`config.mk`:
```
export PLATFORM = sky130hd
export DESIGN_NAME = statusReg
export DESIGN_NICKNAME = d
export VERILOG_FILES = /design/src/design/cpuIsaPkg.sv /design/src/design/statusReg.sv
export VERILOG_INCLUDE_DIRS = /design/src /design/src/design
export SDC_FILE = /design/constraint.sdc
export NUM_CORES = 1
export LEC_CHECK = 0
export BUFFER_PORTS_ARGS = -buffer_cell sky130_fd_sc_hd__buf_2
export CAP_MARGIN = 10
export CORE_AREA = 2 2 39 41
export CTS_CLUSTER_DIAMETER = 60
export DETAILED_ROUTE_END_ITERATION = 10
export DIE_AREA = 0 0 41 43
export PLACE_DENSITY_LB_ADDON = 0.08
export SYNTH_ARGS = -nofsm -noshare
export SYNTH_HDL_FRONTEND = slang
export SYNTH_SLANG_ARGS = --single-unit
```
`constraint.sdc`:
```
create_clock -name phi0In -period 1 [get_ports phi0In]
set_input_delay 0.15 -clock phi0In [delete_from_list [all_inputs] [get_ports phi0In]]
set_output_delay 0.15 -clock phi0In [all_outputs]
set_load 0.01 [all_outputs]
```
`src/design/cpu6502_params.svh`:
```
//==================================================
// core widths and vector addresses; included by
// every RTL block that sizes a bus or picks a vector
//==================================================
`ifndef CPU6502_PARAMS_SVH
`define CPU6502_PARAMS_SVH

// data and address bus widths
`define CPU_DATA_W 8
`define CPU_ADDR_W 16

// low byte of each vector, high byte follows at +1
`define CPU_RESET_VEC 16'hFFFC
`define CPU_NMI_VEC   16'hFFFA
`define CPU_IRQ_VEC   16'hFFFE

`endif

```
`src/design/cpuIsaPkg.sv`:
```
//==================================================
// instruction set types: opcodes, ALU operations and
// status bit positions, used by decode and datapath
//==================================================
`default_nettype none

package cpuIsaPkg;

  // 6502 encodings of the supported subset
  typedef enum logic [7:0] {
    opLdaImm = 8'hA9,
    opLdxImm = 8'hA2,
    opAdcImm = 8'h69,
    opAndImm = 8'h29,
    opOraImm = 8'h09,
    opEorImm = 8'h49,
    opStaAbs = 8'h8D,
    opStxAbs = 8'h8E,
    opTax    = 8'hAA,
    opInx    = 8'hE8,
    opClc    = 8'h18,
    opSec    = 8'h38,
    opCli    = 8'h58,
    opSei    = 8'h78,
    opNop    = 8'hEA,
    opJmpAbs = 8'h4C
  } opcodeE;

  typedef enum logic [2:0] {
    aluAdc,
    aluAnd,
    aluOra,
    aluEor,
    aluPass,
    aluInc
  } aluOpE;

  // status byte layout as on the 6502
  localparam int unsigned flagC = 0;
  localparam int unsigned flagZ = 1;
  localparam int unsigned flagI = 2;
  localparam int unsigned flagV = 6;
  localparam int unsigned flagN = 7;

endpackage

`default_nettype wire

```
`src/design/statusReg.sv`:
```
//==================================================
// processor status flags, loaded from the ALU result
// or by the set and clear strobes of the sequencer
//==================================================
`timescale 1ns/1ps
`default_nettype none
`include "cpu6502_params.svh"

module statusReg (
  input  wire                      phi0In,
  input  wire                      arstN,
  input  wire                      rdy,
  input  wire                      flagsFromAlu,
  input  wire  [`CPU_DATA_W-1:0]   aluResult,
  input  wire                      carryOut,
  input  wire                      overflow,
  input  wire                      setC,
  input  wire                      clrC,
  input  wire                      setI,
  input  wire                      clrI,
  output logic [`CPU_DATA_W-1:0]   statusByte
);

  logic flgC;
  logic flgZ;
  logic flgI;
  logic flgV;
  logic flgN;

  always_ff @(posedge phi0In or negedge arstN) begin
    if (!arstN) begin
      flgC <= 1'b0;
      flgZ <= 1'b0;
      flgI <= 1'b1;
      flgV <= 1'b0;
      flgN <= 1'b0;
    end else if (rdy) begin
      if (flagsFromAlu) begin
        flgN <= aluResult[`CPU_DATA_W-1];
        flgZ <= (aluResult == '0);
        flgC <= carryOut;
        flgV <= overflow;
      end
      if (setC) begin
        flgC <= 1'b1;
      end else if (clrC) begin
        flgC <= 1'b0;
      end
      if (setI) begin
        flgI <= 1'b1;
      end else if (clrI) begin
        flgI <= 1'b0;
      end
    end
  end

  always_comb begin
    // unused bit 5 reads as one, B and D as zero
    statusByte = `CPU_DATA_W'(8'h20);
    statusByte[cpuIsaPkg::flagC] = flgC;
    statusByte[cpuIsaPkg::flagZ] = flgZ;
    statusByte[cpuIsaPkg::flagI] = flgI;
    statusByte[cpuIsaPkg::flagV] = flgV;
    statusByte[cpuIsaPkg::flagN] = flgN;
  end

endmodule

`default_nettype wire

```
==> reports/results.txt <==
Num ports: 26
Synthesized area: 295 um^2
PortBufs: 22
Initial antenna violation count: 0
Reg2Reg Depth: 1
Max_cap viols: 0
CP Data Required Time: 0.85 ns
Critical Path Sink Type: primary output
Setup slack after layout: -0.0103 ns
Die X: 41 um
Cell family with most CP delay: flip-flops
Fin. max-slew vios: 0
Hold Path Stages: 2
Largest net degree at the start of global routing: 6
YS warnings: 0
Minimum clock period: 1.01 ns
Initial core utilization: 21.3%
Max clock buf depth: 2
# rows: 14
Commonest cells after routing, fill and taps aside: buf_2 (21), nand2_1 (4), dfrtp_1 (4)
Reg2Reg Setup Slack: 0.26 ns
Pre-CTS WS: 0.169 ns
RSZ-0062 raised after global routing: true
Slowest Stage Delay on Critical Path: 0.53 ns
Placer congestion estimate: 0.628
Cts bufs inserted: 3
Antenna Cells: 0
Detailed Routing Iterations Pass 1: 2
Clk pin slew, worst setup/hold paths: 0.04 ns
ANT nets after route: 0
CP Class: reg2out
Post-synthesis sequential area ratio: 42.8%
Sequential share of power: 40.8%
CP bufs+invs: 1
Root Driver: clkbuf_4
Failing checks: setup timing
Setup tns final: -0.0103 ns
Vias in the first global route: 292
Max Fclk: 0.990 GHz
DP HPWL: 521 um
Max Used Layer: met4
Critical R2R Launch: flgN
Leak Pwr: 0.220 nW
Fillers: 160
Critical path origin: flgI
Layout net count: 68
Fin. Hold Viols: 0
Worst Path Arrival: 0.86 ns
Tot GR Track Use: 9.07%
H-tree depth: 1
Cells after DPL: 60
Metal2 WL: 326 um
Area grow syn2layout: 39.4%
First-pass GRT wire length: 1.04 mm
Clock Power Share: 37.9%
Die Ht: 43 um
Clock skew: 0 ns
Via density: 3.95
Iter 0 DRT Violations: 1
Crit-path slowest cell: dfstp_2
Layout cells sized above 1: 63.3%
Class of the worst hold path: in2reg
Switching power total: 0.136 mW
Final wirelength: 600 um
Comb power frac: 21.3%
CTS tree: yes
Outcome: finished with violations
Most common cell after layout, fill and taps aside: buf_2
Clock net sink count: 5
Worst hold slack: 0.145 ns
Clk_lat worst skew: 0.23 ns
WL met3: 49 um
Worst-path fanout max: 2
Final period utilization: 101%
Gr ovfl total: 0
DR WL/cell: 9.23 um
Non-filler instance count after layout: 65
VDD IR max: 0.316 mV
Worst hold start: overflow
DRC violations left: 0
Core area: 1380 um^2
Die area: 1760 um^2
Power, Total: 0.589 mW
Cells after synthesis: 29
Syn Area/Cell: 10.2 um^2
Post-synth cell types: 11
Design Area, Final: 412 um^2
Finished Core Util: 29.7%
Setup crit start kind: register
Routed vias: 257
Reg-to-reg endpoint: flgN
Net Sw Frac: 23.0%
Power per Cell Area: 1430 nW/um^2
DRT met1 WL: 211 um
Setup violations, final: 1
Int Pwr: 0.454 mW
Placed inst area: 369 um^2
CP cell instances: buf_6
Worst Hold End: flgV
Post-CTS setup buffers: 0
Synth Register Bits: 5
## synth_stat cells, drive strengths merged
library cell,instances,area (um^2)
dfstp,1,26.3
buf,8,60.1
o21ai,2,10.0
o21bai,1,7.51
a22o,2,20.0
dfrtp,4,100
nor4,2,12.5
nand2,5,21.3
mux2,2,30.0
conb,2,7.51
## per-layer routing
metal | global-route usage [%] | vias up
met5 | 0 | -
met4 | 9.33 | 0
met3 | 3.14 | 2
met2 | 13.8 | 15
met1 | 8.47 | 112
li1 | - | 128
## state kept, by name, summed over array words and instances (netlist names)
signal  flops
flgI        1
flgV        1
flgZ        1
flgC        1
flgN        1
## power by group through the flow
stage	logic, mW	clock network [mW]	registers (mW)
6_report	0.126	0.223	0.240
5_1_grt	0.141	0.250	0.243
3_3_place_gp	0.118	0	0.241
4_1_cts	0.128	0.236	0.241
2_1_floorplan	0.0943	0	0.239
3_5_place_dp	0.120	0	0.242
## final cells by class
type                            count  area [um^2]  share of cell area [%]
Clock buffer                        4         26.3                    6.38
Timing Repair Buffer               23          126                    30.7
Tap cell                           16         20.0                    4.86
Multi-Input combinational cell     17          113                    27.4
Sequential cell                     5          126                    30.7
## what timing repair did
item / 4_1_cts / 5_1_grt
hold buffers: 1 / 0
endpoints found under the hold margin: 5 / 0
endpoints found under the setup margin: 1 / 1
cloned: 0 / 0
gates resized for setup: 1 / 0
## kinds of logic (layout without fill, tap and decap cells)
family / Yosys count / count (layout) / share of synthesized area [%]
buffers and inverters: 8 / 27 / 20.3
and+or+nand+nor: 7 / 7 / 11.4
AOI/OAI and AO/OA: 5 / 5 / 12.7
DFF: 5 / 5 / 42.8
other: 2 / 3 / 2.54
muxes: 2 / 2 / 10.2
## worst max-delay path by stage
stage	slack, ns	cells after the start	to
after floorplan	0.24	1	statusByte[2]
after global placement	0.17	3	flgV
after detailed placement	0.17	4	flgZ
after CTS	-0.02	1	statusByte[2]
after global routing	-0.04	1	statusByte[2]
final	-0.01	1	statusByte[2]
No activity file was read; power rests on OpenSTA's default activity.
