[src/design/cpu6502_params.svh]
//==================================================
// core widths and vector addresses; included by
// every RTL block that sizes a bus or picks a vector
//==================================================
`ifndef CPU6502_PARAMS_SVH
`define CPU6502_PARAMS_SVH

// data and address bus widths
`define CPU_DATA_W 8
`define CPU_ADDR_W 16

// low byte of each vector, high byte follows at +1
`define CPU_RESET_VEC 16'hFFFC
`define CPU_NMI_VEC   16'hFFFA
`define CPU_IRQ_VEC   16'hFFFE

`endif

[src/design/cpuIsaPkg.sv]
//==================================================
// instruction set types: opcodes, ALU operations and
// status bit positions, used by decode and datapath
//==================================================
`default_nettype none

package cpuIsaPkg;

  // 6502 encodings of the supported subset
  typedef enum logic [7:0] {
    opLdaImm = 8'hA9,
    opLdxImm = 8'hA2,
    opAdcImm = 8'h69,
    opAndImm = 8'h29,
    opOraImm = 8'h09,
    opEorImm = 8'h49,
    opStaAbs = 8'h8D,
    opStxAbs = 8'h8E,
    opTax    = 8'hAA,
    opInx    = 8'hE8,
    opClc    = 8'h18,
    opSec    = 8'h38,
    opCli    = 8'h58,
    opSei    = 8'h78,
    opNop    = 8'hEA,
    opJmpAbs = 8'h4C
  } opcodeE;

  typedef enum logic [2:0] {
    aluAdc,
    aluAnd,
    aluOra,
    aluEor,
    aluPass,
    aluInc
  } aluOpE;

  // status byte layout as on the 6502
  localparam int unsigned flagC = 0;
  localparam int unsigned flagZ = 1;
  localparam int unsigned flagI = 2;
  localparam int unsigned flagV = 6;
  localparam int unsigned flagN = 7;

endpackage

`default_nettype wire

[src/design/aluUnit.sv]
//==================================================
// combinational 8-bit ALU; carry and overflow pass
// through unchanged except for add-with-carry
//==================================================
`timescale 1ns/1ps
`default_nettype none
`include "cpu6502_params.svh"

module aluUnit (
  input  wire cpuIsaPkg::aluOpE     aluOp,
  input  wire  [`CPU_DATA_W-1:0]    opA,
  input  wire  [`CPU_DATA_W-1:0]    opB,
  input  wire                       carryIn,
  input  wire                       overflowIn,
  output logic [`CPU_DATA_W-1:0]    result,
  output logic                      carryOut,
  output logic                      overflow
);

  logic [`CPU_DATA_W:0] sum;

  always_comb begin
    sum      = {1'b0, opA} + {1'b0, opB} + {{`CPU_DATA_W{1'b0}}, carryIn};
    result   = opB;
    carryOut = carryIn;
    overflow = overflowIn;
    case (aluOp)
      cpuIsaPkg::aluAdc: begin
        result   = sum[`CPU_DATA_W-1:0];
        carryOut = sum[`CPU_DATA_W];
        // same operand signs but a different result sign
        overflow = (opA[`CPU_DATA_W-1] == opB[`CPU_DATA_W-1]) &&
                   (sum[`CPU_DATA_W-1] != opA[`CPU_DATA_W-1]);
      end
      cpuIsaPkg::aluAnd:  result = opA & opB;
      cpuIsaPkg::aluOra:  result = opA | opB;
      cpuIsaPkg::aluEor:  result = opA ^ opB;
      cpuIsaPkg::aluInc:  result = opA + `CPU_DATA_W'(1);
      default:            result = opB;
    endcase
  end

endmodule

`default_nettype wire

[config.mk]
export PLATFORM = sky130hd
export DESIGN_NAME = aluUnit
export DESIGN_NICKNAME = d
export VERILOG_FILES = /design/src/design/cpuIsaPkg.sv /design/src/design/aluUnit.sv
export VERILOG_INCLUDE_DIRS = /design/src /design/src/design
export SDC_FILE = /design/constraint.sdc
export NUM_CORES = 1
export LEC_CHECK = 0
export BUFFER_PORTS_ARGS = -buffer_cell sky130_fd_sc_hd__buf_4
export CORE_ASPECT_RATIO = 1.25
export CORE_MARGIN = 3
export CORE_UTILIZATION = 40
export DETAILED_ROUTE_END_ITERATION = 6
export GPL_TIMING_DRIVEN = 0
export MAX_ROUTING_LAYER = met4
export SETUP_SLACK_MARGIN = 0.02
export SLEW_MARGIN = 10
export SYNTH_ARGS = -nofsm -noshare
export SYNTH_HDL_FRONTEND = slang
export SYNTH_SLANG_ARGS = --single-unit
[constraint.sdc]
create_clock -name vclk -period 8.1
set_input_delay 2.43 -clock vclk [all_inputs]
set_output_delay 2.43 -clock vclk [all_outputs]
set_load 0.02 [all_outputs]
==> qor.csv, run 1 <==
metric,value,unit
crit_required,5670,ps
grt.met2_usage,0.313,
grt_first_pass_wirelength,4.69,mm
num-nets-final,218,
setup_viol_count_final,0,
count_of_antenna_violating_nets_left_after_detailed_routing,0,
maxCapViolations,0,
worst_setup_path_end_kind,output pin,
routed_wirelength,2.74,mm
outcome,finished clean,
first_global_vias,1057,
core,0.00231,mm²
worst_margin_slew,507,ps
hold_viol_final,0,
floorplan.rows,19,
syn_nets,186,
fmax,145,MHz
setup_tns,0,ps
timing.hold.worst.start,overflowIn,
place_area,0.00128,mm²
num-clock-buffers,0,
drv_slew,0,
power.density_cell_area,67.3,mW/mm²
leakage_power_total,0.638,nW
relSlewSlack,0.659,
num_antenna_cells,0,
worstPathMaxFanout,7,
initial_antenna_violation_count,0,
syn_to_final_growth,26.0,%
vias,1105,
worstSetupStartpointType,input pin,
min_path_type,input pin to output pin,
design.die.area,0.00318,mm²
io_count,31,
cts.hold.buffers_added,0,
worst_hold_path.endpoint,overflow,
gr-usage-met3,0,
grt_util_met1,0.239,
final.min_clock_period,6880,ps
grt-busiest-layer,met2,
synthesis.area_per_instance,6.95,µm²
post_synth_inst_count,146,
gp_congestion,0.842,
ctsResizeCount,0,
maximum_number_of_pins_on_one_net_before_global_route_repair,11,
width_of_the_die,51.1,µm
commonest_non_fill_non_tap_cell_in_the_layout,buf_4,
grt_setup_unrepaired,no,
detailedRoute.firstPassIterationCount,4,
detailed_route_vias_per_instance,5.34,
die_h,62.3,µm
seqCellArea,0,µm²
post_synth_num_cell_types,41,
detailed_place_hpwl,2.28,mm
period_share,0.849,
total_non_filler_cell_area_in_the_finished_layout,0.00128,mm²
layout_common_cells,"30 x buf_4, 20 x inv_1, 17 x ha_1",
synth_area_leader_cell,ha_1,
drt_iter0_markers,17,
n_sequential_cell,0,
yosysTopAreaCellShare,0.210,
syn-cell-area,0.00101,mm²
criticalPathCategory,input pin to output pin,
ys_top_cells_by_area,"ha_1 21%, inv_1 7.4%, xnor2_1 6.0%, a21oi_1 5.9%, nor2_1 5.2%",
post-route-drc-count,0,
seq_area_frac_synth,0,
portBuffers,30,
power.ir.vdd_worst,32.5,µV
groute.usage.overall,0.181,
routed_wire_length_per_instance,13.2,µm
final_global_route_overflow_total,0,
ys_warn_count,0,
share_of_layout_cells_above_drive_strength_1,0.239,
number_of_setup_buffers_added_after_cts,0,
worst_ep_arrival_time,4450,ps
starting_utilization_of_the_core_area,0.440,
min_delay_path_depth,3,
-- where the power goes --
part	internal [mW]	switching (mW)	total, mW	leakage [nW]
Combinational	0.0399	0.0462	0.0861	0.638
Clock	0	0	0	0
Sequential	0	0	0	0
Total	0.0399	0.0462	0.0861	0.638
-- layer usage --
layer	up-vias	wire (µm)
met2	28	1360
met1	487	1240
met4	0	21
met5	-	0
met3	2	127
li1	588	-
-- Yosys cell counts, types with 2 or more instances --
master / n
inv_1: 20
ha_1: 17
nor2_1: 14
a21oi_1: 12
nand2_1: 12
o21ai_0: 7
xnor2_1: 7
a22o_1: 4
mux2i_1: 4
nand2b_1: 4
a22oi_1: 3
a31oi_1: 3
nand3_1: 3
nor3_1: 3
o21a_1: 3
a211oi_1: 2
buf_2: 2
fa_1: 2
o221ai_1: 2
-- how the worst max path moves through the flow --
| stage | slack, ps | to | from | cells after the start |
|---|---|---|---|---|
| after global placement | 1260 | result[6] | opA[0] | 10 |
| after CTS | 1210 | result[6] | opA[0] | 10 |
| after detailed placement | 1210 | result[6] | opA[0] | 10 |
| after floorplan | 1430 | result[6] | opA[0] | 8 |
| final | 1220 | result[6] | opA[0] | 10 |
| after global routing | 1100 | result[6] | opA[0] | 10 |
-- worst max-delay path, cell delays in order --
cell and delay (ps):
buf_4 140, fa_1 470, inv_1 90, fa_1 190, nand2b_1 160, a21oi_1 110
o21a_1 200, o21a_1 170, o32ai_1 280, buf_4 210
-- kinds of logic after synthesis --
family	Yosys count	share of synthesized area
AOI/OAI and AO/OA	47	0.312
and+or+nand+nor	42	0.192
buffers and inverters	25	0.109
adders and majority gates	19	0.249
xor gates and xnor gates	8	0.0765
muxes	5	0.0617
-- area by class of cell --
class | count | area (µm²)
inverters | 21 | 78.8
multi-input cells | 121 | 905
well taps | 31 | 38.8
plain buffers | 4 | 31.3
fillers | 244 | 1030
repair buffers | 30 | 225
-- through the flow --
stage                      util  std cells  power (mW)  worst slack, ps  hold slack, ps
final                     0.555        207      0.0861             1220            5180
after global placement    0.555        207      0.0855             1260            5180
after detailed placement  0.555        207      0.0861             1210            5180
after CTS                 0.555        207      0.0864             1210            5180
after global routing      0.555        207      0.0953             1100            5220
after floorplan               -        146      0.0551             1430            5040
(Power assumes the default switching activity.)
==> run 2: changes to the inputs <==
--- a/config.mk
+++ b/config.mk
@@ -6,6 +6,7 @@
 export SDC_FILE = /design/constraint.sdc
 export NUM_CORES = 1
 export LEC_CHECK = 0
+export ABC_AREA = 1
 export BUFFER_PORTS_ARGS = -buffer_cell sky130_fd_sc_hd__buf_4
 export CORE_ASPECT_RATIO = 1.25
 export CORE_MARGIN = 3
==> constraint.sdc (replaced) <==
create_clock -name vclk -period 7.15
set_input_delay 2.145 -clock vclk [all_inputs]
set_output_delay 2.145 -clock vclk [all_outputs]
set_load 0.02 [all_outputs]
==> qor.csv, run 2 <==
metric,value,unit
outcome,finished clean,
worstSetupStartpointType,input pin,
routed_wirelength,3.27,mm
totalPowerFinal,0.0941,mW
num-nets-final,284,
grt_first_pass_wirelength,5.49,mm
netlist_top_cells_count,"74 x nand2_1, 41 x inv_1, 23 x nand3_1",
syn_to_final_growth,25.4,%
power.density_cell_area,69.6,mW/mm²
synth.most_common_cell,nand2_1,
place_area,0.00135,mm²
final.min_clock_period,5860,ps
gp_congestion,0.872,
post-route-drc-count,0,
starting_utilization_of_the_core_area,0.430,
power.ir.vdd_worst,38.9,µV
n_sequential_cell,0,
maximum_number_of_pins_on_one_net_before_global_route_repair,9,
min_path_type,input pin to output pin,
first_global_vias,1270,
placement.setup.worst_slack,1280,ps
final_critical_path_setup_slack,1290,ps
drv_slew,0,
worst_ep_arrival_time,3710,ps
ctsResizeCount,0,
ys_top_cells_by_area,"nand2_1 26%, ha_1 20%, inv_1 14%, nand3_1 11%, nor2_1 6.3%",
num_antenna_cells,0,
floorplan.rows,20,
criticalPathCategory,input pin to output pin,
share_of_layout_cells_above_drive_strength_1,0.165,
detailed_route_vias_per_instance,4.99,
width_of_the_die,52.4,µm
multi_input_gate_area,908,µm²
seqCellArea,0,µm²
vias,1373,
synth_area_leader_cell,nand2_1,
post_synth_inst_count,211,
io_count,31,
filler_cell_count,295,
seq_area_frac_synth,0,
maxCapViolations,0,
routed_wire_length_per_instance,11.9,µm
hold_viol_final,0,
final_global_route_overflow_total,0,
grt_setup_unrepaired,no,
worst_margin_slew,270,ps
count_of_antenna_violating_nets_left_after_detailed_routing,0,
yosysTopAreaCellShare,0.258,
die_h,64.0,µm
core,0.00250,mm²
portBuffers,31,
drt_iter0_markers,49,
synthesis.area_per_instance,5.11,µm²
setup_tns,0,ps
worstPathMaxFanout,8,
fmax,171,MHz
detailed_place_hpwl,2.76,mm
layout_common_cells,"74 x nand2_1, 41 x inv_1, 31 x buf_4",
detailedRoute.firstPassIterationCount,4,
syn_nets,251,
post_synth_num_cell_types,17,
num-clock-buffers,0,
relSlewSlack,0.820,
period_share,0.819,
groute.usage.overall,0.207,
number_of_setup_buffers_added_after_cts,0,
setup_viol_count_final,0,
syn-cell-area,0.00108,mm²
ys_warn_count,0,
leakage_power_total,0.835,nW
total_non_filler_cell_area_in_the_finished_layout,0.00135,mm²
initial_antenna_violation_count,0,
commonest_non_fill_non_tap_cell_in_the_layout,nand2_1,
crit_required,5010,ps
design.die.area,0.00336,mm²
worst_setup_path_end_kind,output pin,
cts.hold.buffers_added,0,
## run 2: changes by cell type after synthesis, moves of 4 or more
cell	change
nand2b_1	-4
nand2_1	+62
inv_1	+21
xnor2_1	-7
mux2i_1	-4
nor2_1	+4
nand3_1	+20
a22o_1	-4
## run 2: cell type report
cell class,instances,share of cell area
Inverter,45,0.125
Tap cell,33,0.0306
Multi-Input combinational cell,166,0.672
Timing Repair Buffer,31,0.172
## run 2: layer usage
metal / part of all wire / global-route usage
met3: 0.036 / 0.00233
met5: 0 / -
met2: 0.52 / 0.376
met1: 0.44 / 0.262
met4: 0 / 0.0160
## run 2: critical path: stages
cell and delay, ps:
buf_4 150, fa_1 450, inv_1 80, fa_1 190
inv_1 70, nand2_1 70, nand2_1 80, o21ai_0 210
nand3_1 100, buf_4 160
## run 2: path summary, 6_finish.rpt
path	end	cells past startpoint	start
hold / removal	overflow	4	overflowIn
setup / recovery	result[4]	10	opA[0]
## run 2: where the power goes
part,switching [mW],total (mW),internal [mW]
Clock,0,0,0
Sequential,0,0,0
Combinational,0.0566,0.0941,0.0375
Total,0.0566,0.0941,0.0375
## run 2: through the flow
step	hold slack [ps]	utilization	std cells
final	4590	0.540	275
after global routing	4610	0.540	275
after CTS	4590	0.540	275
after detailed placement	4590	0.540	275
after global placement	4580	0.540	275
after floorplan	4460	-	211
## run 2: logic make-up after synthesis
| family | Yosys count | synth area share |
|---|---|---|
| buf+inv | 45 | 0.157 |
| fa+ha+maj | 19 | 0.235 |
| compound gates | 23 | 0.122 |
| simple gates | 124 | 0.487 |
