## config.mk

```make
export PLATFORM = sky130hd
export DESIGN_NAME = regFile
export DESIGN_NICKNAME = d
export VERILOG_FILES = /design/src/design/cpuCyclePkg.sv /design/src/design/regFile.sv
export VERILOG_INCLUDE_DIRS = /design/src /design/src/design
export SDC_FILE = /design/constraint.sdc
export NUM_CORES = 1
export LEC_CHECK = 0
export BUFFER_PORTS_ARGS = -buffer_cell sky130_fd_sc_hd__buf_2
export CAP_MARGIN = 15
export CORE_MARGIN = 2
export CORE_UTILIZATION = 35
export CTS_BUF_LIST = sky130_fd_sc_hd__clkbuf_2
export DETAILED_ROUTE_END_ITERATION = 10
export GPL_TIMING_DRIVEN = 1
export PLACE_DENSITY_LB_ADDON = 0.12
export SLEW_MARGIN = 20
export SYNTH_ARGS = -nofsm -noshare
export SYNTH_HDL_FRONTEND = slang
export SYNTH_SLANG_ARGS = --single-unit
```

## constraint.sdc

```tcl
create_clock -name phi0In -period 1.9 [get_ports phi0In]
set_clock_uncertainty 0.2 [all_clocks]
set_input_delay 0.38 -clock phi0In [delete_from_list [all_inputs] [get_ports phi0In]]
set_output_delay 0.38 -clock phi0In [all_outputs]
set_load 0.02 [all_outputs]
```

## src/design/cpu6502_params.svh

```systemverilog
//==================================================
// core widths and vector addresses; included by
// every RTL block that sizes a bus or picks a vector
//==================================================
`ifndef CPU6502_PARAMS_SVH
`define CPU6502_PARAMS_SVH

// data and address bus widths
`define CPU_DATA_W 8
`define CPU_ADDR_W 16

// low byte of each vector, high byte follows at +1
`define CPU_RESET_VEC 16'hFFFC
`define CPU_NMI_VEC   16'hFFFA
`define CPU_IRQ_VEC   16'hFFFE

`endif

```

## src/design/cpuCyclePkg.sv

```systemverilog
//==================================================
// bus cycle types: sequencer states and the address
// source select shared by control and register file
//==================================================
`default_nettype none

package cpuCyclePkg;

  typedef enum logic [3:0] {
    cycReset0,
    cycReset1,
    cycFetch,
    cycOperand,
    cycAbsLo,
    cycAbsHi,
    cycWrite,
    cycVecLo,
    cycVecHi
  } cycleE;

  typedef enum logic [1:0] {
    srcPc,
    srcHold,
    srcVector
  } addrSrcE;

endpackage

`default_nettype wire

```

## src/design/regFile.sv

```systemverilog
//==================================================
// A, X, Y, program counter and address hold register
// with the address and store data multiplexers
//==================================================
`timescale 1ns/1ps
`default_nettype none
`include "cpu6502_params.svh"

module regFile (
  input  wire                        phi0In,
  input  wire                        arstN,
  input  wire                        rdy,
  input  wire  [`CPU_DATA_W-1:0]     dataIn,
  input  wire  [`CPU_DATA_W-1:0]     aluResult,
  input  wire                        loadA,
  input  wire                        loadX,
  input  wire                        loadY,
  input  wire                        pcInc,
  input  wire                        pcLoadHold,
  input  wire                        holdLoLoad,
  input  wire                        holdHiLoad,
  input  wire cpuCyclePkg::addrSrcE  addrSrc,
  input  wire  [`CPU_ADDR_W-1:0]     vecAddr,
  input  wire  [1:0]                 storeSel,
  output logic [`CPU_DATA_W-1:0]     regA,
  output logic [`CPU_DATA_W-1:0]     regX,
  output logic [`CPU_ADDR_W-1:0]     addrOut,
  output logic [`CPU_DATA_W-1:0]     storeData
);

  logic [`CPU_DATA_W-1:0] regY;
  logic [`CPU_ADDR_W-1:0] pc;
  logic [`CPU_ADDR_W-1:0] holdReg;

  // pc is overwritten from the reset vector before first use
  always_ff @(posedge phi0In or negedge arstN) begin
    if (!arstN) begin
      pc <= '0;
    end else if (rdy) begin
      // high byte arrives on the bus, low byte was held
      if (pcLoadHold) begin
        pc <= {dataIn, holdReg[`CPU_DATA_W-1:0]};
      end else if (pcInc) begin
        pc <= pc + `CPU_ADDR_W'(1);
      end
    end
  end

  always_ff @(posedge phi0In) begin
    if (rdy) begin
      if (loadA) begin
        regA <= aluResult;
      end
      if (loadX) begin
        regX <= aluResult;
      end
      if (loadY) begin
        regY <= aluResult;
      end
      if (holdLoLoad) begin
        holdReg[`CPU_DATA_W-1:0] <= dataIn;
      end
      if (holdHiLoad) begin
        holdReg[`CPU_ADDR_W-1:`CPU_DATA_W] <= dataIn;
      end
    end
  end

  always_comb begin
    case (addrSrc)
      cpuCyclePkg::srcHold:   addrOut = holdReg;
      cpuCyclePkg::srcVector: addrOut = vecAddr;
      default:                addrOut = pc;
    endcase
  end

  always_comb begin
    case (storeSel)
      2'd1:    storeData = regX;
      2'd2:    storeData = regY;
      default: storeData = regA;
    endcase
  end

  // sequencer never asks for both pc updates at once
  assert property (@(posedge phi0In) disable iff (!arstN) !(pcInc && pcLoadHold));

endmodule

`default_nettype wire

```

==> metrics.txt, run 1 <==
status finished, violations left; failing checks setup timing; Pint approximately 0.0021 W; port bufs 85; Least-Margin Pin Slew roughly 450 ps; CP max stage delay approximately 500 ps; Syn Nets 313; Min Clock Period, post-route between 2000 and 2500 ps; layout cells sized above 1 0.4897; switching power between 0.001 and 0.0015 W; CP Cell Sequence a221oi_2, a21oi_2, buf_4; CP max-delay cell edfxtp_1; vias per cell about 5.2; Post-DP HPWL roughly 5.6 mm; initial antenna violation count 0; Die X-Extent just over 90 um; register area share after synthesis 0.5784; Placement Cell Area 3533 um2; library cells used by synthesis 37; Starting Density 0.3602; post-route cell area about 4300 um2; Syn-to-layout area delta 55.08%; CTS sink cnt 56; unrepaired setup endpoints after global routing yes; mapped cell area between 2000 and 3000 um2; total number of vias about 2,600; yosys warns 0; FILL cells roughly 690; path depth of the worst reg2reg path 7; critical path fanouts, max 2; largest net degree at the start of global routing 40; R2R Path End pc[15]$_DFFE_PN0P_; TNS Setup -245.2 ps; crit path kind reg2out; CTS Buf Count 5; Slew Limit Fails 0; pwr dens ~730 nW/um2; worst skew pair latency ~470 ps; Comb pwr share 0.338; drt first-iter violations between 100 and 150; clk root buf clkbuf_2; clock transition at the registers of the reported paths around 300 ps; Cells after Synth 262; I/O Pins 86; Seq pwr share 0.495; Synth Area per Inst about 11 um2; CTS HTree Levels 2; Synth area leaders edfxtp_1 (43%), dfrtp_1 (14%), o21ai_0 (6.7%), a22oi_1 (6.5%), nand2_1 (4.7%); Worst VDD drop 0.4671 mV; ANT nets after route 0; Max Cap Viol 0; RR Startpoint pc[1]$_DFFE_PN0P_; leading area contributor after synthesis edfxtp_1; overflow left after global routing 0; Critical Path End Type output port; ant diodes 0; worst min path class in2reg; Synth Register Bits 56; All-Layer GR Usage 0.1948; Worst Setup Start Kind flop; vias in the first global route between 2,000 and 3,000; required time worst endpoint 1320 ps; Critical path origin holdReg[4]$_DFFE_PP_; hold_sp rdy; hold slack around 72 ps; hold endpoint pc[15]$_DFFE_PN0P_; crit share post-route 1.070; Core Area between 7000 and 8000 um2; Slew headroom 0.7004; Final WS setup -133.8 ps; drt drc 0; fin nets between 400 and 500; Fin. Hold Viols 0; FMAX just under 500 MHz; Sw Ratio 0.3446; DRT Pass-1 Iters 4; most used flip-flop cell after synthesis edfxtp_1; CTS max path bufs 2; first-pass GRT wire length approximately 13 mm; Clk network pwr share 0.167; Post-synth EDFFs 40; R2R setup slack about 40 ps; leak pwr between 1.5 and 2 nW; drt total wl 8.234 mm; Post-synth ARST share 0.2857; Setup violations, final 8; TritonCTS clock tree built; DR WL/cell 16.74 um; post-synth top area share 0.4338; Routability Congestion ~0.87; Worst Hold Depth 3; Die ar. 8639 um2; CP arrival approximately 1500 ps; Rows 32; die height around 93 um
-- cell usage in the layout, fill, tap and decap left out, types with 3 or more instances in the layout --
master / netlist / routed
a21oi_1: 12 / 9
a21oi_2: 0 / 3
a22oi_1: 24 / 3
a22oi_2: 0 / 21
and2_1: 6 / 6
buf_12: 0 / 6
buf_2: 5 / 65
buf_4: 0 / 20
buf_6: 0 / 27
clkbuf_2: 0 / 5
dfrtp_1: 16 / 13
dfrtp_2: 0 / 3
dlygate4sd3_1: 0 / 17
edfxtp_1: 40 / 40
ha_4: 0 / 3
inv_1: 6 / 5
mux2i_1: 3 / 3
nand2_1: 35 / 29
nand2_4: 0 / 4
nand3_1: 13 / 11
nand4_1: 3 / 3
nor2_1: 9 / 9
nor3_1: 6 / 6
nor4_1: 3 / 3
o21ai_0: 37 / 13
o21ai_1: 0 / 9
o21ai_2: 0 / 14
-- power by group through the flow --
stage | Sequential [W] | Clock (W) | Combinational (W)
2_1_floorplan | 0.00157 | 0 | 0.000422
3_5_place_dp | 0.00156 | 0 | 0.000789
4_1_cts | 0.00155 | 0.000535 | 0.000991
3_3_place_gp | 0.00156 | 0 | 0.000780
5_1_grt | 0.00158 | 0.000581 | 0.00115
6_report | 0.00156 | 0.000527 | 0.00106
-- Yosys cell counts (2+ instances only) --
| cell type | number |
|---|---|
| edfxtp_1 | 40 |
| clkbuf_1 | 11 |
| and4_1 | 2 |
| o21ai_0 | 37 |
| mux2i_1 | 3 |
| a21oi_1 | 12 |
| nor3b_1 | 3 |
| nor3_1 | 6 |
| a311o_1 | 2 |
| nor4_1 | 3 |
| nand3_1 | 13 |
| and3_1 | 2 |
| and2_1 | 6 |
| dfrtp_1 | 16 |
| nand4_1 | 3 |
| inv_1 | 6 |
| nor2b_1 | 2 |
| buf_2 | 5 |
| a31oi_1 | 2 |
| a22oi_1 | 24 |
| nor2_1 | 9 |
| nand2b_1 | 2 |
| ha_1 | 5 |
| nand2_1 | 35 |
-- layout make-up --
type,instances,area [um2],share of cell area
repair buffers,137,1112,0.2590
multi-input cells,183,1371,0.3193
flip-flops and latches,56,1605,0.3738
well taps,102,127.6,0.02972
clock inverters,3,27.53,0.006410
inverters,6,25.02,0.005828
clock buffers,5,25.02,0.005828
-- state kept, by name, indices dropped and copies added, names as in the netlist --
register and flops:
regY 8, holdReg 16, regX 8, regA 8, pc 16
-- metrics by stage --
stage	total power [W]	util	cells	worst slack (ps)
after floorplan	0.001997	-	262	-133.7
after global placement	0.002340	0.4596	452	-122.7
after detailed placement	0.002350	0.4596	452	-145.9
after CTS	0.003075	0.5347	487	-123.6
after global routing	0.003317	0.5586	492	-226.9
final	0.003154	0.5586	492	-133.8
-- timing repair --
action,CTS,global route
resized for setup,77,33
hold buffers,17,0
gates cloned,1,0
setup buffers,12,5
hold endpoints to repair,59,0
setup endpoints to repair,24,32
pin swaps,15,12
-- critical path, delay by kind of cell (launching register included) --
family | cells | cell delay (ps)
AOI/OAI and AO/OA | 2 | 320
buffers and inverters | 1 | 160
DFF | 1 | 510
-- cells by family (layout without fill, tap and decap cells) --
group / Yosys count / in the layout / synth area share
AOI/OAI and AO/OA: 84 / 84 / 0.1866
adders and majority gates: 5 / 5 / 0.02259
buffers and inverters: 23 / 151 / 0.03344
DFF: 56 / 56 / 0.5784
muxes: 3 / 3 / 0.01085
and+or+nand+nor: 91 / 91 / 0.1681
-- routing by layer --
layer	global-route usage	part of all wire	vias to the layer above
li1	-	-	1241
met1	0.2739	0.46	1234
met3	0.03092	0.058	10
met4	0.04412	0.013	0
met5	0	0	-
met2	0.3176	0.47	86
-- worst max-delay path by stage --
stage          slack [ps]  depth (start not counted)           end
4_1_cts              -120                          3    addrOut[4]
5_1_grt              -230                          3    addrOut[4]
6_report             -130                          3    addrOut[4]
2_1_floorplan        -130                          4  storeData[3]
3_3_place_gp         -120                          7    addrOut[4]
3_5_place_dp         -150                          7    addrOut[4]
(Power assumes the default switching activity.)
==> run 2, diff against run 1 <==
==> constraint.sdc (replaced) <==
create_clock -name phi0In -period 1.9 [get_ports phi0In]
set_clock_uncertainty 0.2 [all_clocks]
set_input_delay 0.19 -clock phi0In [delete_from_list [all_inputs] [get_ports phi0In]]
set_output_delay 0.19 -clock phi0In [all_outputs]
set_load 0.02 [all_outputs]
==> run 2 against run 1 <==
The flow now finishes without violations. Critical endpoint unchanged. Largest power group unchanged. Final area down 13%. First-iteration DRC count up 110%. Via count down 3.5%.
==> metrics.txt, run 2 (synthesis results as in run 1) <==
hold endpoint regX[7]$_DFFE_PP_; Pint 0.001861 W (-10%); switching power 0.0009539 W (-12%); status complete, no violations; Comb pwr share 0.280 (-0.058); worst skew pair latency 460 ps (about the same); CP max-delay cell edfxtp_1; Routability Congestion 0.8425 (-3.4%); Least-Margin Pin Slew 825.9 ps (+376.4 ps); unrepaired setup endpoints after global routing yes; critical path fanouts, max 2 (unchanged); All-Layer GR Usage 0.1879 (-0.006910); overflow left after global routing 0 (unchanged); Placement Cell Area 3415 um2 (-3.4%); WP buf/inv 1 (unchanged); drt total wl 7.861 mm (-4.5%); Die ar. 8639 um2 (unchanged); hold_sp loadX; Rows 32 (unchanged); Seq pwr share 0.541 (+0.046); CP top delay family flip-flops; DP Worst Slack 103.5 ps (+249.4 ps); R2R setup slack 150 ps (+110 ps); most common cell after layout, fill and taps aside buf_2; FMAX 541.2 MHz (+10%); Tot Pwr 0.002815 W (-11%); I/O Pins 86 (unchanged); CTS HTree Levels 2 (unchanged); Setup violations, final 0 (-8); ANT nets after route 0 (unchanged); biggest regs holdReg: 16 flops, pc: 16 flops; clk root buf clkbuf_2; Die X-Extent 92.95 um (unchanged); Slew headroom 0.4476 (-0.2528); layout cells sized above 1 0.3229 (-0.1668); RR Startpoint pc[7]$_DFFE_PN0P_; required time worst endpoint 1510 ps (+190 ps); port bufs 85 (unchanged); leak pwr 1.581 nW (-9.0%); Final WS setup 52.28 ps (+186.1 ps); TritonCTS clock tree built; drt drc 0 (unchanged); Worst VDD drop 0.4819 mV (+3.2%); Critical path origin holdReg[4]$_DFFE_PP_; Sw Ratio 0.3389 (-0.005740); Fin. Hold Viols 0 (unchanged); vias in the first global route 2,331 (-8.7%); Max Cap Viol 0 (unchanged); first-pass GRT wire length 12.44 mm (-4.2%); pwr dens 752.7 nW/um2 (+2.5%); post-layout util 0.4865 (-0.07210); Clk network pwr share 0.179 (+0.012); worst min path class in2reg; CTS max path bufs 2 (unchanged); Worst Hold Depth 2 (-1); CTS sink cnt 56 (unchanged); clock transition at the registers of the reported paths 300 ps (about the same); Core Area 7687 um2 (unchanged); largest net degree at the start of global routing 31 (-23%); R2R Path End pc[15]$_DFFE_PN0P_; CP arrival 1460 ps (about the same); Syn-to-layout area delta 35.07%; CP Cell Sequence a221oi_2, a21oi_1, buf_2; crit path kind reg2out; CTS Buf Count 5 (unchanged); fin nets 434 (-1.4%); Critical Path End Type output port; DR WL/cell 16.17 um (-3.4%); CP max stage delay 480 ps (-30 ps); commonest non-fill, non-tap cells in the layout buf_2 (85), edfxtp_1 (40), o21ai_0 (36); drt first-iter violations 220 (+110%); DRT Pass-1 Iters 5 (+1); vias per cell 5.103 (-2.3%); Min Clock Period, post-route 1848 ps (-186.1 ps); Worst Setup Start Kind flop; post-route cell area 3740 um2 (-13%); Slew Limit Fails 0 (unchanged); Starting Density 0.3602 (unchanged); initial antenna violation count 0 (unchanged); ant diodes 0 (unchanged); FILL cells 766 (+12%); crit share post-route 0.9725 (-0.09793); die height 92.95 um (unchanged); Post-DP HPWL 5.844 mm (+4.4%); path depth of the worst reg2reg path 5 (-2); total number of vias 2,480 (-3.5%)
[run 2: cell count changes in the layout (fill, tap and decap cells not counted), moves of 8 or more]
cell     before  now
o21ai_2      14    0
buf_6        27    0
o21ai_0      13   36
a22oi_1       3   23
buf_2        65   85
a22oi_2      21    1
o21ai_1       9    1
[run 2: power by group through the flow]
stage / Combinational (W) / Sequential (W) / Clock [W]
after floorplan: 0.000380 / 0.00157 / 0
after global placement: 0.000735 / 0.00155 / 0
after detailed placement: 0.000742 / 0.00155 / 0
after CTS: 0.000781 / 0.00152 / 0.000520
after global routing: 0.000871 / 0.00154 / 0.000566
final: 0.000787 / 0.00152 / 0.000505
[run 2: repair_timing]
item / in CTS / in global routing
gates resized for setup: 1 / 3
hold buffers: 22 / 1
hold endpoints to repair: 73 / 4
setup endpoints to repair: 1 / 7
buffers inserted: 0 / 3
pin swaps: 0 / 2
[run 2: worst max path at each step]
stage,endpoint,cells after the start,slack [ps]
after floorplan,addrOut[0],6,50
after CTS,addrOut[4],3,20
after detailed placement,pc[12]$_DFFE_PN0P_,5,100
after global placement,pc[12]$_DFFE_PN0P_,5,130
after global routing,addrOut[4],3,-50
final,addrOut[4],3,50
[run 2: metrics by stage]
step	cells	setup TNS (ps)	hold WS, ps
after global routing	486	-47.31	62.46
after CTS	482	0	0.7295
after floorplan	262	0	-305.6
final	486	0	86.04
after detailed placement	452	0	-49.10
after global placement	452	0	-42.49
[run 2: routing by layer]
metal  track usage  up-vias  part of all wire  wire length, um
met5             0        -                 0                0
li1              -     1226                 -                -
met4       0.04289        0            0.0088               69
met2        0.3043       82              0.47             3688
met3       0.02441        6             0.056              442
met1        0.2695     1166              0.47             3660
[run 2: cell type report]
| class | count | area (um2) | share of cell area |
|---|---|---|---|
| Timing Repair Buffer | 131 | 840.8 | 0.2248 |
| Clock buffer | 5 | 25.02 | 0.006691 |
| Clock inverter | 3 | 27.53 | 0.007360 |
| Sequential cell | 56 | 1602 | 0.4282 |
| Multi-Input combinational cell | 183 | 1095 | 0.2927 |
| Inverter | 6 | 22.52 | 0.006022 |
| Tap cell | 102 | 127.6 | 0.03412 |
