==> src/design/cpu6502_params.svh <==
//==================================================
// core widths and vector addresses; included by
// every RTL block that sizes a bus or picks a vector
//==================================================
`ifndef CPU6502_PARAMS_SVH
`define CPU6502_PARAMS_SVH

// data and address bus widths
`define CPU_DATA_W 8
`define CPU_ADDR_W 16

// low byte of each vector, high byte follows at +1
`define CPU_RESET_VEC 16'hFFFC
`define CPU_NMI_VEC   16'hFFFA
`define CPU_IRQ_VEC   16'hFFFE

`endif

==> src/design/cpuIsaPkg.sv <==
//==================================================
// instruction set types: opcodes, ALU operations and
// status bit positions, used by decode and datapath
//==================================================
`default_nettype none

package cpuIsaPkg;

  // 6502 encodings of the supported subset
  typedef enum logic [7:0] {
    opLdaImm = 8'hA9,
    opLdxImm = 8'hA2,
    opAdcImm = 8'h69,
    opAndImm = 8'h29,
    opOraImm = 8'h09,
    opEorImm = 8'h49,
    opStaAbs = 8'h8D,
    opStxAbs = 8'h8E,
    opTax    = 8'hAA,
    opInx    = 8'hE8,
    opClc    = 8'h18,
    opSec    = 8'h38,
    opCli    = 8'h58,
    opSei    = 8'h78,
    opNop    = 8'hEA,
    opJmpAbs = 8'h4C
  } opcodeE;

  typedef enum logic [2:0] {
    aluAdc,
    aluAnd,
    aluOra,
    aluEor,
    aluPass,
    aluInc
  } aluOpE;

  // status byte layout as on the 6502
  localparam int unsigned flagC = 0;
  localparam int unsigned flagZ = 1;
  localparam int unsigned flagI = 2;
  localparam int unsigned flagV = 6;
  localparam int unsigned flagN = 7;

endpackage

`default_nettype wire

==> src/design/cpuCyclePkg.sv <==
//==================================================
// bus cycle types: sequencer states and the address
// source select shared by control and register file
//==================================================
`default_nettype none

package cpuCyclePkg;

  typedef enum logic [3:0] {
    cycReset0,
    cycReset1,
    cycFetch,
    cycOperand,
    cycAbsLo,
    cycAbsHi,
    cycWrite,
    cycVecLo,
    cycVecHi
  } cycleE;

  typedef enum logic [1:0] {
    srcPc,
    srcHold,
    srcVector
  } addrSrcE;

endpackage

`default_nettype wire

==> src/design/controlFsm.sv <==
//==================================================
// opcode decode and bus cycle sequencing, including
// reset and interrupt vector entry and rdy stalls
//==================================================
`timescale 1ns/1ps
`default_nettype none
`include "cpu6502_params.svh"

module controlFsm (
  input  wire                        phi0In,
  input  wire                        arstN,
  input  wire                        rdy,
  input  wire  [`CPU_DATA_W-1:0]     dataIn,
  input  wire  [`CPU_DATA_W-1:0]     statusByte,
  input  wire                        nmiPending,
  input  wire                        irqPending,
  output logic                       sync,
  output logic                       rw,
  output cpuIsaPkg::aluOpE           aluOp,
  output logic                       opAFromX,
  output logic                       opBFromA,
  output logic                       loadA,
  output logic                       loadX,
  output logic                       loadY,
  output logic                       pcInc,
  output logic                       pcLoadHold,
  output logic                       holdLoLoad,
  output logic                       holdHiLoad,
  output cpuCyclePkg::addrSrcE       addrSrc,
  output logic [`CPU_ADDR_W-1:0]     vecAddr,
  output logic [1:0]                 storeSel,
  output logic                       flagsFromAlu,
  output logic                       setC,
  output logic                       clrC,
  output logic                       setI,
  output logic                       clrI,
  output logic                       nmiTaken,
  output logic                       irqTaken
);

  cpuCyclePkg::cycleE     state;
  cpuCyclePkg::cycleE     nextState;
  cpuCyclePkg::cycleE     endState;
  cpuIsaPkg::opcodeE      opcode;
  logic                   isNmi;
  logic                   irqTake;
  logic [`CPU_ADDR_W-1:0] vecBase;

  // interrupts are checked once an instruction completes
  assign irqTake  = irqPending && !statusByte[cpuIsaPkg::flagI];
  assign endState = (nmiPending || irqTake) ? cpuCyclePkg::cycVecLo : cpuCyclePkg::cycFetch;

  always_ff @(posedge phi0In or negedge arstN) begin
    if (!arstN) begin
      state  <= cpuCyclePkg::cycReset0;
      opcode <= cpuIsaPkg::opNop;
      isNmi  <= 1'b0;
    end else if (rdy || state == cpuCyclePkg::cycWrite) begin
      state <= nextState;
      if (state == cpuCyclePkg::cycFetch) begin
        opcode <= cpuIsaPkg::opcodeE'(dataIn);
      end
      if (nextState == cpuCyclePkg::cycVecLo) begin
        isNmi <= nmiPending;
      end
    end
  end

  always_comb begin
    case (opcode)
      cpuIsaPkg::opAdcImm: aluOp = cpuIsaPkg::aluAdc;
      cpuIsaPkg::opAndImm: aluOp = cpuIsaPkg::aluAnd;
      cpuIsaPkg::opOraImm: aluOp = cpuIsaPkg::aluOra;
      cpuIsaPkg::opEorImm: aluOp = cpuIsaPkg::aluEor;
      cpuIsaPkg::opInx:    aluOp = cpuIsaPkg::aluInc;
      default:             aluOp = cpuIsaPkg::aluPass;
    endcase
  end

  always_comb begin
    if (state == cpuCyclePkg::cycReset0 || state == cpuCyclePkg::cycReset1) begin
      vecBase = `CPU_RESET_VEC;
    end else if (isNmi) begin
      vecBase = `CPU_NMI_VEC;
    end else begin
      vecBase = `CPU_IRQ_VEC;
    end
    if (state == cpuCyclePkg::cycReset1 || state == cpuCyclePkg::cycVecHi) begin
      vecAddr = vecBase + `CPU_ADDR_W'(1);
    end else begin
      vecAddr = vecBase;
    end
  end

  always_comb begin
    nextState    = state;
    sync         = 1'b0;
    rw           = 1'b1;
    opAFromX     = 1'b0;
    opBFromA     = 1'b0;
    loadA        = 1'b0;
    loadX        = 1'b0;
    // no Y instructions in this subset
    loadY        = 1'b0;
    pcInc        = 1'b0;
    pcLoadHold   = 1'b0;
    holdLoLoad   = 1'b0;
    holdHiLoad   = 1'b0;
    addrSrc      = cpuCyclePkg::srcPc;
    storeSel     = (opcode == cpuIsaPkg::opStxAbs) ? 2'd1 : 2'd0;
    flagsFromAlu = 1'b0;
    setC         = 1'b0;
    clrC         = 1'b0;
    setI         = 1'b0;
    clrI         = 1'b0;
    nmiTaken     = 1'b0;
    irqTaken     = 1'b0;
    case (state)
      cpuCyclePkg::cycReset0: begin
        addrSrc    = cpuCyclePkg::srcVector;
        holdLoLoad = 1'b1;
        nextState  = cpuCyclePkg::cycReset1;
      end
      cpuCyclePkg::cycReset1: begin
        addrSrc    = cpuCyclePkg::srcVector;
        pcLoadHold = 1'b1;
        nextState  = cpuCyclePkg::cycFetch;
      end
      cpuCyclePkg::cycFetch: begin
        sync  = 1'b1;
        pcInc = 1'b1;
        if (dataIn == cpuIsaPkg::opStaAbs || dataIn == cpuIsaPkg::opStxAbs ||
            dataIn == cpuIsaPkg::opJmpAbs) begin
          nextState = cpuCyclePkg::cycAbsLo;
        end else begin
          nextState = cpuCyclePkg::cycOperand;
        end
      end
      cpuCyclePkg::cycOperand: begin
        // implied ops re-read the next opcode byte without consuming it
        nextState = endState;
        case (opcode)
          cpuIsaPkg::opLdaImm, cpuIsaPkg::opAdcImm, cpuIsaPkg::opAndImm,
          cpuIsaPkg::opOraImm, cpuIsaPkg::opEorImm: begin
            pcInc        = 1'b1;
            loadA        = 1'b1;
            flagsFromAlu = 1'b1;
          end
          cpuIsaPkg::opLdxImm: begin
            pcInc        = 1'b1;
            loadX        = 1'b1;
            flagsFromAlu = 1'b1;
          end
          cpuIsaPkg::opTax: begin
            opBFromA     = 1'b1;
            loadX        = 1'b1;
            flagsFromAlu = 1'b1;
          end
          cpuIsaPkg::opInx: begin
            opAFromX     = 1'b1;
            loadX        = 1'b1;
            flagsFromAlu = 1'b1;
          end
          cpuIsaPkg::opClc: clrC = 1'b1;
          cpuIsaPkg::opSec: setC = 1'b1;
          cpuIsaPkg::opCli: clrI = 1'b1;
          cpuIsaPkg::opSei: setI = 1'b1;
          default: ;
        endcase
      end
      cpuCyclePkg::cycAbsLo: begin
        pcInc      = 1'b1;
        holdLoLoad = 1'b1;
        nextState  = cpuCyclePkg::cycAbsHi;
      end
      cpuCyclePkg::cycAbsHi: begin
        if (opcode == cpuIsaPkg::opJmpAbs) begin
          pcLoadHold = 1'b1;
          nextState  = endState;
        end else begin
          pcInc      = 1'b1;
          holdHiLoad = 1'b1;
          nextState  = cpuCyclePkg::cycWrite;
        end
      end
      cpuCyclePkg::cycWrite: begin
        addrSrc   = cpuCyclePkg::srcHold;
        rw        = 1'b0;
        nextState = endState;
      end
      cpuCyclePkg::cycVecLo: begin
        addrSrc    = cpuCyclePkg::srcVector;
        holdLoLoad = 1'b1;
        setI       = 1'b1;
        // one pulse, on the cycle that completes
        nmiTaken   = rdy && isNmi;
        irqTaken   = rdy && !isNmi;
        nextState  = cpuCyclePkg::cycVecHi;
      end
      cpuCyclePkg::cycVecHi: begin
        addrSrc    = cpuCyclePkg::srcVector;
        pcLoadHold = 1'b1;
        nextState  = cpuCyclePkg::cycFetch;
      end
      default: nextState = cpuCyclePkg::cycReset0;
    endcase
  end

  // an opcode fetch must see a driven data bus
  assert property (@(posedge phi0In) disable iff (!arstN)
    (state == cpuCyclePkg::cycFetch && rdy) |-> !$isunknown(dataIn));
  // vector entry leaves further IRQs masked
  assert property (@(posedge phi0In) disable iff (!arstN)
    (setI && rdy) |=> statusByte[cpuIsaPkg::flagI]);

endmodule

`default_nettype wire

==> config.mk <==
export PLATFORM = sky130hd
export DESIGN_NAME = controlFsm
export DESIGN_NICKNAME = d
export VERILOG_FILES = /design/src/design/cpuIsaPkg.sv /design/src/design/cpuCyclePkg.sv /design/src/design/controlFsm.sv
export VERILOG_INCLUDE_DIRS = /design/src /design/src/design
export SDC_FILE = /design/constraint.sdc
export NUM_CORES = 1
export LEC_CHECK = 0
export BUFFER_PORTS_ARGS = -buffer_cell sky130_fd_sc_hd__buf_4
export CAP_MARGIN = 40
export CORE_MARGIN = 3
export CORE_UTILIZATION = 45
export DETAILED_ROUTE_END_ITERATION = 6
export PLACE_DENSITY = 0.83
export SYNTH_ARGS = -nofsm -noshare
export SYNTH_HDL_FRONTEND = slang
export SYNTH_SLANG_ARGS = --single-unit
==> constraint.sdc <==
create_clock -name phi0In -period 1.9 [get_ports phi0In]
set_input_delay 0.38 -clock phi0In [delete_from_list [all_inputs] [get_ports phi0In]]
set_output_delay 0.38 -clock phi0In [all_outputs]
set_load 0.1 [all_outputs]
==> results of run 1 <==
## cells by family after synthesis
family / Yosys count
AND/OR/NAND/NOR: 64
flip-flops: 13
multiplexers: 10
other: 2
XOR/XNOR: 3
buffers and inverters: 27
AO/OA/AOI/OAI: 20
## through the flow
step           TNS, ns  hold slack (ns)  setup slack, ns  instances  util, %
2_1_floorplan    -7.63           0.0844           -0.697        152        -
3_3_place_gp    -0.497            0.228           -0.141        239     77.7
3_5_place_dp     -1.24            0.230           -0.242        239     77.7
==> qor.yml, run 1 <==
yosys:
  synth.distinct_cells: 53
  synth_compound_area_share_pct: 12.9
  synth_mux_area_share_pct: 9.36
  synth_xor_area_share_pct: 2.75
  synth_fa_ha_area_share_pct: 0
  synth_edf_count: 0
  yosysSeqAreaShare_pct: 27.0
  synthTopCellsByArea: "dfrtp_1, dfstp_2, buf_4"
  yosys.area_share.simple_pct: 32.3
  synth_top_family_by_area: "simple AND/OR/NAND/NOR gates"
  avgSynthCellArea_um2: 8.85
  yosysTopAreaCellShare_pct: 16.3
  yosysMostFrequentCell: "buf_4"
  yosysWarnings: 0
  syn_area_um2: 1230
  synth_ff_type: "dfrtp_1"
  synth_commonest_cells: "buf_4, nor2_1, nand2_1"
  ys_seq_elements: 13
  async_flop_share_pct: 100
  synth_area_leader_cell: "dfrtp_1"
  netlist_instances: 139
cts:
  htree_levels: 1
  clockBufferDepth: 2
  cts.sinks: 13
  cts_setup_buffers: 12
  cts-hold-fix-buffers: 1
  ctsResizeCount: 95
  root_buffer: "clkbuf_4"
  cts_inserted_buffers: 3
die:
  io_pins: 62
  die-height_um: 58.3
  die_x_um: 58.3
  initial_core_util_pct: 48.3
  core.rowCount: 18
placement:
  dp_hpwl_mm: 3.23
  portBuffers: 39
  placed_area_um2: 1980
  globalplace.congestion: 0.819
run_status:
  stop_stage: "4_1_cts"
  status: "stopped before the end"
  error: "[ERROR DPL-0033] detailed placement checks failed during check placement."
==> inputs of run 2 (changes only) <==
--- a/config.mk
+++ b/config.mk
@@ -9,9 +9,9 @@
 export BUFFER_PORTS_ARGS = -buffer_cell sky130_fd_sc_hd__buf_4
 export CAP_MARGIN = 40
 export CORE_MARGIN = 3
-export CORE_UTILIZATION = 45
+export CORE_UTILIZATION = 30
 export DETAILED_ROUTE_END_ITERATION = 6
-export PLACE_DENSITY = 0.83
+export PLACE_DENSITY_LB_ADDON = 0.15
 export SYNTH_ARGS = -nofsm -noshare
 export SYNTH_HDL_FRONTEND = slang
 export SYNTH_SLANG_ARGS = --single-unit
==> qor.yml, run 2 <==
run_status:
  status: "finished, violations left"
  violations: "setup timing"
die:
  io_pins: 62
  die_x_um: 70.0
  initial_core_util_pct: 32.4
  core_um2: 3800
  die-height_um: 70.0
  core.rowCount: 22
  die_area_um2: 4900
global_routing:
  antenna_found_initial: 0
  grt_remaining_overflow: 0
  grt_max_degree: 14
  grt_pass1_wl_mm: 6.27
  grt_pass1_vias: 1364
  grt_use_total_pct: 15.3
yosys:
  netlist_instances: 139
  synth_commonest_cells: "buf_4, nor2_1, nand2_1"
  yosysWarnings: 0
  ys_seq_elements: 13
  yosysSeqAreaShare_pct: 27.0
  synth_ff_type: "dfrtp_1"
  syn_area_um2: 1230
  yosysTopAreaCellShare_pct: 16.3
  synth.distinct_cells: 53
  synth_edf_count: 0
  synth_area_leader_cell: "dfrtp_1"
  async_flop_share_pct: 100
  synthTopCellsByArea: "dfrtp_1, dfstp_2, buf_4"
  yosysMostFrequentCell: "buf_4"
  avgSynthCellArea_um2: 8.85
cts:
  cts.clk_slew.worst_paths_ns: 0.06
  root_buffer: "clkbuf_8"
  htree_levels: 1
  clockBufferDepth: 2
  cts.sinks: 13
  cts_tree: "yes"
  clock_latency_ns: 0.24
  cts_inserted_buffers: 3
timing:
  fin_ws_ns: -0.274
  max_freq_mhz: 460
  timing.final.crit_share_pct: 114
  fin_crit_ns: 2.17
  skew_ns: 0.00154
  drv_slew: 0
  rsz0062_at_grt: "true"
  finalSetupViolCount: 20
  whs_ns: 0.382
  hold_viol: 0
cells_and_area:
  fillers: 274
  layout-drive-gt1-share_pct: 73.3
  top_regs: "opcode: 8 flops, state: 4 flops, isNmi: 1 flops"
  top_register: "opcode"
  layout_commonest_cell: "buf_4"
  regArea_um2: 335
  multi_input_area_um2: 1100
  diodes: 0
  layout_common_cells: "buf_4, buf_12, buf_6"
  largest_reg_flops: 8
  syn2layout_area_growth_pct: 117
  finalNetCount: 258
  stdcell_count: 284
setup_path:
  critPathMaxFanout: 3
  critical_path_class: "flip-flop to primary output"
  cp-start-kind: "flip-flop"
  cp_slowest_cell: "dfstp_2"
  critPathCaptureType: "primary output"
  cpPeakStageDelay_ns: 0.55
  crit_arrival_ns: 1.79
  required_ns: 1.52
  crit_chain: "buf_6 > nand2b_4 > nand2_2 > nand4_1 > clkinvlp_4 > or2_4 > buf_12"
route:
  drt_iter0_drc: 31
  wl_met3_um: 140
  vias: 1338
  postRouteAntennaNets: 0
  route.detailed.drc: 0
  routed_wl_mm: 3.90
  top_layer: "met4"
  viasPerCell: 4.71
  met1Wirelength_mm: 1.70
  route.met2.wl_mm: 2.03
  dr.pass1.iters: 4
  routedWlPerCell_um: 13.7
power_and_ir_drop:
  vdd_ir_drop_max_v: 0.000974
  p_leak_nw: 1.17
  power.density_nw_per_um2: 1810
  power.total_mw: 4.83
placement:
  dpl.cell_count: 260
  portBuffers: 39
  globalplace.congestion: 0.815
  dp_hpwl_mm: 2.89
worst_hold_path:
  hold_class: "input pin to flip-flop"
job:
  maxCapViolCount: 0
[run 2: cell counts after synthesis]
Identical to the previous run, type by type.
[run 2: logic make-up after synthesis]
logic type | Yosys count | synth area share, %
xor gates and xnor gates | 3 | 2.75
and+or+nand+nor | 64 | 32.3
AOI/OAI and AO/OA | 20 | 12.9
buffers and inverters | 27 | 15.1
muxes | 10 | 9.36
DFF | 13 | 27.0
other | 2 | 0.611
[run 2: repair_timing]
action / in CTS / in global routing
endpoints found under the setup margin: 25 / 29
endpoints found under the hold margin: 8 / 0
resized for setup: 90 / 17
pin swaps: 13 / 18
hold buffers: 1 / 0
buffers inserted: 9 / 11
[run 2: layout make-up]
cell class	instances	area share (%)
timing repair buffer	101	41.1
clock buffer	4	1.69
inverter	6	1.12
multi-input combinational	112	41.3
tap	48	2.25
sequential	13	12.6
[run 2: final timing paths]
path                       startpoint  cells past startpoint  slack [ns]            to
hold / removal                    rdy                      2        0.38      state[0]
hold reg to reg             opcode[4]                      1        0.59     opcode[4]
setup reg to reg             state[3]                      7           0         isNmi
max in group asynchronous       arstN                      2        1.14     opcode[3]
min in group asynchronous       arstN                      2        0.53     opcode[4]
setup / recovery            opcode[6]                      7       -0.27  flagsFromAlu
[run 2: per-layer routing]
metal | GRT usage, % | up-vias
li1 | - | 659
met3 | 1.29 | 4
met2 | 27.9 | 38
met1 | 19.8 | 637
met4 | 2.55 | 0
met5 | 0 | -
[run 2: through the flow]
step | utilization (%) | instance area [um2] | setup WS (ns) | setup TNS [ns]
2_1_floorplan | - | 1530 | -0.697 | -7.63
3_3_place_gp | 53.2 | 2020 | -0.159 | -0.685
3_5_place_dp | 53.2 | 2020 | -0.173 | -0.862
4_1_cts | 66.5 | 2530 | -0.245 | -2.53
5_1_grt | 70.3 | 2670 | -0.351 | -3.96
6_report | 70.3 | 2670 | -0.274 | -2.59
[run 2: critical path, delay by kind of cell (launching register included)]
family | cells | cell delay [ns]
and+or+nand+nor | 4 | 0.60
DFF | 1 | 0.55
buffers and inverters | 3 | 0.41
[run 2: report_power, final]
| part | switching (mW) | internal, mW | total, mW |
|---|---|---|---|
| registers | 0.202 | 0.460 | 0.662 |
| clock network | 0.0956 | 0.148 | 0.243 |
| logic | 2.20 | 1.72 | 3.93 |
Power figures use the tool's default switching activity.
